===== src/mipsPkg.sv =====
//----------------------------------------------------------------------
// MIPS core package
// Opcodes, function codes, ALU operations and the instruction word
//----------------------------------------------------------------------

package mipsPkg;

    // Major opcodes handled by the core
    typedef enum logic [5:0] {
        OpSpecial = 6'h00,
        OpAddiu   = 6'h09,
        OpSlti    = 6'h0A,
        OpAndi    = 6'h0C,
        OpOri     = 6'h0D,
        OpXori    = 6'h0E,
        OpLui     = 6'h0F
    } opcodeT;

    // R-type function codes, SPECIAL opcode only
    typedef enum logic [5:0] {
        FnSll  = 6'h00,
        FnSrl  = 6'h02,
        FnSra  = 6'h03,
        FnAddu = 6'h21,
        FnSubu = 6'h23,
        FnAnd  = 6'h24,
        FnOr   = 6'h25,
        FnXor  = 6'h26,
        FnNor  = 6'h27,
        FnSlt  = 6'h2A,
        FnSltu = 6'h2B
    } functT;

    // ALU operation select
    typedef enum logic [3:0] {
        AluAdd, AluSub, AluAnd, AluOr, AluXor, AluNor,
        AluSlt, AluSltu, AluSll, AluSrl, AluSra, AluLui
    } aluOpT;

    //------------------------------------------------------------------
    // Instruction word, same 32 bits seen as R-type or I-type
    //------------------------------------------------------------------
    typedef struct packed {
        logic [5:0] opcode;
        logic [4:0] rs;
        logic [4:0] rt;
        logic [4:0] rd;
        logic [4:0] shamt;
        logic [5:0] funct;
    } rTypeT;

    typedef struct packed {
        logic [5:0]  opcode;
        logic [4:0]  rs;
        logic [4:0]  rt;
        logic [15:0] imm;
    } iTypeT;

    typedef union packed {
        rTypeT       r;
        iTypeT       i;
        logic [31:0] raw;
    } instrT;

endpackage


===== src/registers.sv =====
//----------------------------------------------------------------------
// Register file
// Hard-wired zero plus writable registers, three read ports, one write
//----------------------------------------------------------------------

`timescale 1ns/1ps

module registers #(
    parameter int DataWidth = 32,
    parameter int RegCount  = 32,
    localparam int AddrWidth = $clog2(RegCount)
) (
    input  logic                 Clock,
    input  logic                 nReset,
    input  logic                 RegWrite,
    input  logic [AddrWidth-1:0] RdAddr,
    input  logic [AddrWidth-1:0] RsAddr,
    input  logic [AddrWidth-1:0] RtAddr,
    input  logic [AddrWidth-1:0] RegAddr,
    input  logic [DataWidth-1:0] RdData,
    output logic [DataWidth-1:0] RsData,
    output logic [DataWidth-1:0] RtData,
    output logic [DataWidth-1:0] RegData
);

    // Entry 0 has no storage, it always reads as zero
    logic [DataWidth-1:0] regFile [1:RegCount-1];

    //------------------------------------------------------------------
    // Write port
    //------------------------------------------------------------------
    // Whole file clears on reset
    // Writes to address 0 are dropped
    always_ff @(posedge Clock or negedge nReset)
    begin
        if (!nReset)
        begin
            for (int k = 1; k < RegCount; k++)
                regFile[k] <= '0;
        end
        else if (RegWrite && RdAddr != '0)
        begin
            regFile[RdAddr] <= RdData;
        end
    end

    //------------------------------------------------------------------
    // Read ports, asynchronous
    //------------------------------------------------------------------
    // Operand ports feed the ALU, debug port goes to the top level
    assign RsData  = (RsAddr  == '0) ? '0 : regFile[RsAddr];
    assign RtData  = (RtAddr  == '0) ? '0 : regFile[RtAddr];
    assign RegData = (RegAddr == '0) ? '0 : regFile[RegAddr];

    // Decoder must hand over a clean destination on every write
    writeAddrKnown: assert property (
        @(posedge Clock) disable iff (!nReset)
        RegWrite |-> !$isunknown(RdAddr))
        else $error("registers: write with unknown RdAddr");

endmodule


===== src/instrDecode.sv =====
//----------------------------------------------------------------------
// Instruction decoder
// Register addresses, ALU operation, immediate and write control
//----------------------------------------------------------------------

`timescale 1ns/1ps

module instrDecode import mipsPkg::*; (
    input  instrT       Instr,
    input  logic        InstrValid,
    output logic [4:0]  RsAddr,
    output logic [4:0]  RtAddr,
    output logic [4:0]  RdAddr,
    output logic        RegWrite,
    output logic        UseImm,
    output logic        Illegal,
    output aluOpT       AluOp,
    output logic [4:0]  Shamt,
    output logic [31:0] Imm
);

    logic isRType;
    logic legal;
    logic zeroExt;

    // SPECIAL selects the R-type view of the word
    assign isRType = (Instr.r.opcode == OpSpecial);

    // Source fields sit at the same bits in both views
    assign RsAddr = Instr.r.rs;
    assign RtAddr = Instr.r.rt;
    // Destination is rd for R-type, rt for I-type
    assign RdAddr = isRType ? Instr.r.rd : Instr.i.rt;
    assign Shamt  = Instr.r.shamt;

    //------------------------------------------------------------------
    // Operation decode
    //------------------------------------------------------------------
    always_comb
    begin
        AluOp   = AluAdd;
        UseImm  = 1'b0;
        zeroExt = 1'b0;
        legal   = 1'b1;
        if (isRType)
        begin
            // Function code picks the operation
            case (Instr.r.funct)
                FnAddu:  AluOp = AluAdd;
                FnSubu:  AluOp = AluSub;
                FnAnd:   AluOp = AluAnd;
                FnOr:    AluOp = AluOr;
                FnXor:   AluOp = AluXor;
                FnNor:   AluOp = AluNor;
                FnSlt:   AluOp = AluSlt;
                FnSltu:  AluOp = AluSltu;
                FnSll:   AluOp = AluSll;
                FnSrl:   AluOp = AluSrl;
                FnSra:   AluOp = AluSra;
                default: legal = 1'b0;
            endcase
        end
        else
        begin
            // Every I-type takes its second operand from the immediate
            UseImm = 1'b1;
            case (Instr.i.opcode)
                OpAddiu: AluOp = AluAdd;
                OpSlti:  AluOp = AluSlt;
                OpAndi:
                begin
                    AluOp   = AluAnd;
                    zeroExt = 1'b1;
                end
                OpOri:
                begin
                    AluOp   = AluOr;
                    zeroExt = 1'b1;
                end
                OpXori:
                begin
                    AluOp   = AluXor;
                    zeroExt = 1'b1;
                end
                // Shifted into the upper half by the ALU
                OpLui:
                begin
                    AluOp   = AluLui;
                    zeroExt = 1'b1;
                end
                default: legal = 1'b0;
            endcase
        end
    end

    // Logic ops and LUI zero-extend, arithmetic and compare sign-extend
    assign Imm = zeroExt ? {16'b0, Instr.i.imm}
                         : {{16{Instr.i.imm[15]}}, Instr.i.imm};

    // Both flags only count for a valid instruction
    always_comb
    begin
        RegWrite = InstrValid && legal;
        Illegal  = InstrValid && !legal;
    end

endmodule


===== src/alu.sv =====
//----------------------------------------------------------------------
// ALU
// Combinational add, subtract, logic, compare and shift
//----------------------------------------------------------------------

`timescale 1ns/1ps

module alu import mipsPkg::*; #(
    parameter int DataWidth = 32
) (
    input  aluOpT                AluOp,
    input  logic [DataWidth-1:0] A,
    input  logic [DataWidth-1:0] B,
    input  logic [4:0]           Shamt,
    output logic [DataWidth-1:0] Result
);

    logic ltSigned;
    logic ltUnsigned;

    // Compare flags, widened to a 0 or 1 result below
    assign ltSigned   = $signed(A) < $signed(B);
    assign ltUnsigned = A < B;

    //------------------------------------------------------------------
    // Operation select
    //------------------------------------------------------------------
    always_comb
    begin
        knownOp: assert (AluOp <= AluLui)
            else $error("alu: undefined operation %0d", AluOp);
        case (AluOp)
            // Wrap-around, no overflow trap
            AluAdd:  Result = A + B;
            AluSub:  Result = A - B;
            AluAnd:  Result = A & B;
            AluOr:   Result = A | B;
            AluXor:  Result = A ^ B;
            AluNor:  Result = ~(A | B);
            AluSlt:  Result = DataWidth'(ltSigned);
            AluSltu: Result = DataWidth'(ltUnsigned);
            // Shifts act on the second operand
            AluSll:  Result = B << Shamt;
            AluSrl:  Result = B >> Shamt;
            AluSra:  Result = $unsigned($signed(B) >>> Shamt);
            // Immediate lands in the upper half
            AluLui:  Result = B << 16;
            default: Result = '0;
        endcase
    end

endmodule


===== src/mipsCore.sv =====
//----------------------------------------------------------------------
// MIPS execute core, one instruction per clock
//----------------------------------------------------------------------

`timescale 1ns/1ps

module mipsCore import mipsPkg::*; #(
    parameter int DataWidth = 32,
    parameter int RegCount  = 32
) (
    input  logic                 Clock,
    input  logic                 nReset,
    input  instrT                Instr,
    input  logic                 InstrValid,
    input  logic [4:0]           DbgAddr,
    output logic [DataWidth-1:0] DbgData,
    output logic                 Illegal
);

    localparam int AddrWidth = $clog2(RegCount);

    logic [4:0]           rsAddr;
    logic [4:0]           rtAddr;
    logic [4:0]           rdAddr;
    logic                 regWrite;
    logic                 useImm;
    aluOpT                aluOp;
    logic [4:0]           shamt;
    logic [31:0]          imm;
    logic [DataWidth-1:0] rsData;
    logic [DataWidth-1:0] rtData;
    logic [DataWidth-1:0] operandB;
    logic [DataWidth-1:0] result;

    instrDecode decoder (
        .Instr      (Instr),
        .InstrValid (InstrValid),
        .RsAddr     (rsAddr),
        .RtAddr     (rtAddr),
        .RdAddr     (rdAddr),
        .RegWrite   (regWrite),
        .UseImm     (useImm),
        .Illegal    (Illegal),
        .AluOp      (aluOp),
        .Shamt      (shamt),
        .Imm        (imm)
    );

    // Address fields trimmed to the register file size
    registers #(
        .DataWidth (DataWidth),
        .RegCount  (RegCount)
    ) regs (
        .Clock    (Clock),
        .nReset   (nReset),
        .RegWrite (regWrite),
        .RdAddr   (rdAddr[AddrWidth-1:0]),
        .RsAddr   (rsAddr[AddrWidth-1:0]),
        .RtAddr   (rtAddr[AddrWidth-1:0]),
        .RegAddr  (DbgAddr[AddrWidth-1:0]),
        .RdData   (result),
        .RsData   (rsData),
        .RtData   (rtData),
        .RegData  (DbgData)
    );

    // Operand B mux, immediate sign-extended to the datapath width
    assign operandB = useImm ? DataWidth'(signed'(imm)) : rtData;

    alu #(
        .DataWidth (DataWidth)
    ) execUnit (
        .AluOp  (aluOp),
        .A      (rsData),
        .B      (operandB),
        .Shamt  (shamt),
        .Result (result)
    );

endmodule


===== config.mk =====
export PLATFORM = sky130hd
export DESIGN_NAME = mipsCore
export DESIGN_NICKNAME = d
export VERILOG_FILES = /design/src/mipsPkg.sv /design/src/registers.sv /design/src/instrDecode.sv /design/src/alu.sv /design/src/mipsCore.sv
export SDC_FILE = /design/constraint.sdc
export NUM_CORES = 2
export LEC_CHECK = 0
export BUFFER_PORTS_ARGS = -buffer_cell sky130_fd_sc_hd__clkbuf_2
export CAP_MARGIN = 25
export CELL_PAD_IN_SITES_DETAIL_PLACEMENT = 0
export CELL_PAD_IN_SITES_GLOBAL_PLACEMENT = 1
export CORE_ASPECT_RATIO = 1.2
export CORE_MARGIN = 4
export CORE_UTILIZATION = 35
export CTS_BUF_LIST = sky130_fd_sc_hd__clkbuf_2 sky130_fd_sc_hd__clkbuf_4 sky130_fd_sc_hd__clkbuf_8
export DETAILED_ROUTE_END_ITERATION = 6
export PLACE_DENSITY = 0.64
export SETUP_SLACK_MARGIN = 0.02
export SLEW_MARGIN = 20
export SYNTH_ARGS = -nofsm -noshare
export SYNTH_HDL_FRONTEND = slang
export SYNTH_SLANG_ARGS = --single-unit

===== constraint.sdc =====
create_clock -name Clock -period 15.75 [get_ports Clock]
set_input_delay 0.7875 -clock Clock [delete_from_list [all_inputs] [get_ports Clock]]
set_output_delay 0.7875 -clock Clock [all_outputs]
set_load 0.005 [all_outputs]

==> flow_metrics.env <==
export IMPL_post_cts_resize_count=0
export IMPL_largest_reg_flops=992
export IMPL_synth_fp_nets=8084
export IMPL_clock_root_buffer="clkbuf_8"
export IMPL_layout_drive_gt1_share_pct=21.0
export IMPL_drtAntennaViolNets=0
export IMPL_p_leak_nw=33.9
export IMPL_setup_viol=0
export IMPL_cp_arrival_ns=9.81
export IMPL_switching_share_pct=35.4
export IMPL_netlist_area_leader_share_pct=32.8
export IMPL_synth_seq_cells=992
export IMPL_io_pins=73
export IMPL_cts_sinks=992
export IMPL_grt_first_pass_wirelength_mm=596
export IMPL_avgSynthCellArea_sq_um=9.53
export IMPL_dieArea_sq_mm=0.224
export IMPL_yosysWarnings=0
export IMPL_place_port_buffers=72
export IMPL_tritoncts="built"
export IMPL_path_clk_slew_ns=0.06
export IMPL_pwr_share_clk_pct=36.8
export IMPL_vias=75400
export IMPL_timing_final_crit_period_ns=9.04
export IMPL_core_area_sq_mm=0.215
export IMPL_p_per_area_mw_per_mm2=89.7
export IMPL_finalClockSkew_ns=0.0778
export IMPL_final_max_slew_viol_count=0
export IMPL_synth_area_top_cells="dfrtp_1 33%, mux4_2 17%, mux2i_1 6.3%"
export IMPL_vdd_drop_max_v=0.0000890
export IMPL_layout_nets=7813
export IMPL_gp_congestion=1.05
export IMPL_rsz0062_at_grt="false"
export IMPL_p_sw_mw=2.64
export IMPL_rows=186
export IMPL_netlist_instances=7938
export IMPL_grt_use_total_pct=38.1
export IMPL_crit_type="in -> reg"
export IMPL_intPower_mw=4.81
export IMPL_required_ns=16.52
export IMPL_htree_levels=4
export IMPL_drt_total_wl_mm=438
export IMPL_cts_buffers=171
export IMPL_combinationalPowerShare_pct=24.5
export IMPL_start_kind="input pin"
export IMPL_fin_crit_sh_pct=57.4
export IMPL_antenna_found_initial=29
export IMPL_cts_path_max_buffers=3
export IMPL_drv_cap=0
export IMPL_worst_pin_slew_ns=1.20
export IMPL_maxClockFrequency_mhz=111
export IMPL_die_w_um=432
export IMPL_endpoint_kind="flip-flop"
export IMPL_ys_seq_area_share_pct=32.8
export IMPL_start_util_pct=35.3
export IMPL_top_regs="regs.regFile (992)"
export IMPL_wl_per_cell_um=41.2
export IMPL_gr_total_overflow=0
export IMPL_die_y_um=517
export IMPL_syn_cell_area_sq_mm=0.0757
export IMPL_finalPower_mw=7.45
export IMPL_fin_tns_setup_ns=0
export IMPL_grt_max_degree=151
export IMPL_drtPass1Iterations=7
export IMPL_drc=16
export IMPL_hold_class="in -> async"
export IMPL_via_per_inst=7.08
export IMPL_synthFlopType="dfrtp_1"
export IMPL_p_seq_share_pct=38.7
export IMPL_reg2reg_depth=18
export IMPL_status="finished, violations left"
export IMPL_violations="DRC"
export IMPL_crit_fanout=54
export IMPL_dp_hpwl_mm=287
export IMPL_finalHoldViolCount=0
export IMPL_synth_edf_count=0
export IMPL_async_flop_share_pct=100
export IMPL_slew_headroom_pct=20.2
export IMPL_clock_latency_ns=0.97
export IMPL_drt_iter0_markers=11000
export IMPL_synth_cell_types=110
export IMPL_grt_pass1_vias=70400
export IMPL_regMostFlops="regs.regFile"
export IMPL_synth_area_leader_cell="dfrtp_1"
export IMPL_area_growth_pct=9.68
export IMPL_nFillCells=21500
==> power groups by stage <==
stage | Combinational [mW] | Clock, mW | Sequential [mW]
5_1_grt | 1.89 | 2.85 | 2.90
3_3_place_gp | 1.75 | 0 | 2.91
4_1_cts | 1.76 | 2.75 | 2.87
2_1_floorplan | 1.07 | 0 | 2.86
3_5_place_dp | 1.76 | 0 | 2.92
6_report | 1.82 | 2.74 | 2.88
==> timing repair <==
| action | in CTS | in global routing |
|---|---|---|
| hold buffers | 1 | 0 |
| endpoints found under the hold margin | 94 | 0 |
| buffers inserted | 0 | 0 |
| setup endpoints to repair | 0 | 0 |
==> final timing paths <==
| check | startpoint | slack [ns] | to |
|---|---|---|---|
| worst max-delay path | Instr[16] | 6.71 | regs.regFile[665] |
| worst min-delay path | nReset | 0.48 | regs.regFile[380] |
| worst max register to register | regs.regFile[524] | 8.63 | regs.regFile[665] |
| worst min register to register | regs.regFile[583] | 0.52 | regs.regFile[583] |
| max in group asynchronous | nReset | 12.33 | regs.regFile[175] |
| min in group Clock | regs.regFile[583] | 0.52 | regs.regFile[583] |
==> layout by cell type (no fill, tap or decap), types with 31 or more instances in the layout <==
master,n
nor2_1,855
o21ai_1,36
o211ai_1,116
mux2i_1,476
buf_4,331
a22oi_1,143
a41oi_1,102
mux4_2,580
inv_1,107
a221oi_1,73
nand2b_1,38
dfrtp_1,992
o31ai_1,51
o21ai_0,483
clkbuf_2,57
mux2_2,112
a22o_1,44
a211oi_1,97
nor3_1,164
clkbuf_4,53
clkbuf_8,219
nand3_1,190
a31oi_1,171
a21oi_1,563
o22ai_1,88
nand2_1,760
nor4b_1,31
nor4_1,54
ha_1,104
==> per-layer routing <==
metal  GRT usage [%]  share of wire [%]  wire [um]  vias to the layer above
met5               0              0.017         73                        -
met2            55.3                 42     186000                     5922
met3            11.7                 12      50700                     1726
li1                -                  -          -                    29700
met4            32.2                 10      44400                       12
met1            46.2                 36     157000                    38100
==> through the flow <==
stage | cells | hold WS, ns | utilization (%) | area, sq um | setup slack (ns)
5_1_grt | 10600 | 0.540 | 38.7 | 82900 | 6.62
2_1_floorplan | 7938 | 0.476 | - | 75700 | 8.90
3_5_place_dp | 10300 | 0.507 | 36.8 | 78900 | 6.16
6_report | 10700 | 0.484 | 38.7 | 83000 | 6.71
3_3_place_gp | 10300 | 0.495 | 36.7 | 78800 | 5.73
4_1_cts | 10600 | 0.481 | 38.6 | 82800 | 7.14
==> cells in the mapped netlist, types with 116 or more instances <==
cell,count
a21oi_1,577
a22oi_1,144
a31oi_1,174
buf_2,130
clkbuf_1,526
dfrtp_1,992
mux2i_1,477
mux4_2,580
nand2_1,774
nand3_1,196
nor2_1,866
nor3_1,166
o211ai_1,116
o21ai_0,496
==> worst max-delay path: stages <==
cell and delay (ns):
buf_8 0.43, buf_4 0.62, buf_4 0.72, and2b_2 0.59, buf_4 0.37, a221o_1 0.39, o211ai_1 0.09, nand4_1 0.52
nand2_1 0.31, nand2_1 0.13, inv_1 0.32, ha_1 0.34, nor3_1 0.13, o31ai_1 0.69, a31oi_1 0.34, a211oi_1 0.76
o41a_1 0.32, o31ai_1 0.15, a221oi_1 0.28, a21oi_1 0.20, a2111oi_4 0.42, buf_4 0.49, o21ai_0 0.16
==> layout make-up <==
| type | count | area, sq um | share of cell area (%) |
|---|---|---|---|
| diodes | 27 | 67.6 | 0.0814 |
| clock buffers | 268 | 3370 | 4.06 |
| clock inverters | 41 | 503 | 0.606 |
| inverters | 116 | 435 | 0.525 |
| multi-input cells | 5970 | 47100 | 56.8 |
| flip-flops and latches | 992 | 24800 | 29.9 |
| well taps | 2820 | 3530 | 4.25 |
| repair buffers | 416 | 3150 | 3.80 |
==> cells by family after synthesis <==
| kind of cell | share of synthesized area [%] |
|---|---|
| xor gates and xnor gates | 0.127 |
| muxes | 25.4 |
| buffers and inverters | 6.00 |
| adders and majority gates | 1.77 |
| DFF | 32.8 |
| AOI/OAI and AO/OA | 20.4 |
| and+or+nand+nor | 13.5 |
Note: power is estimated with default switching activity, not from simulation.
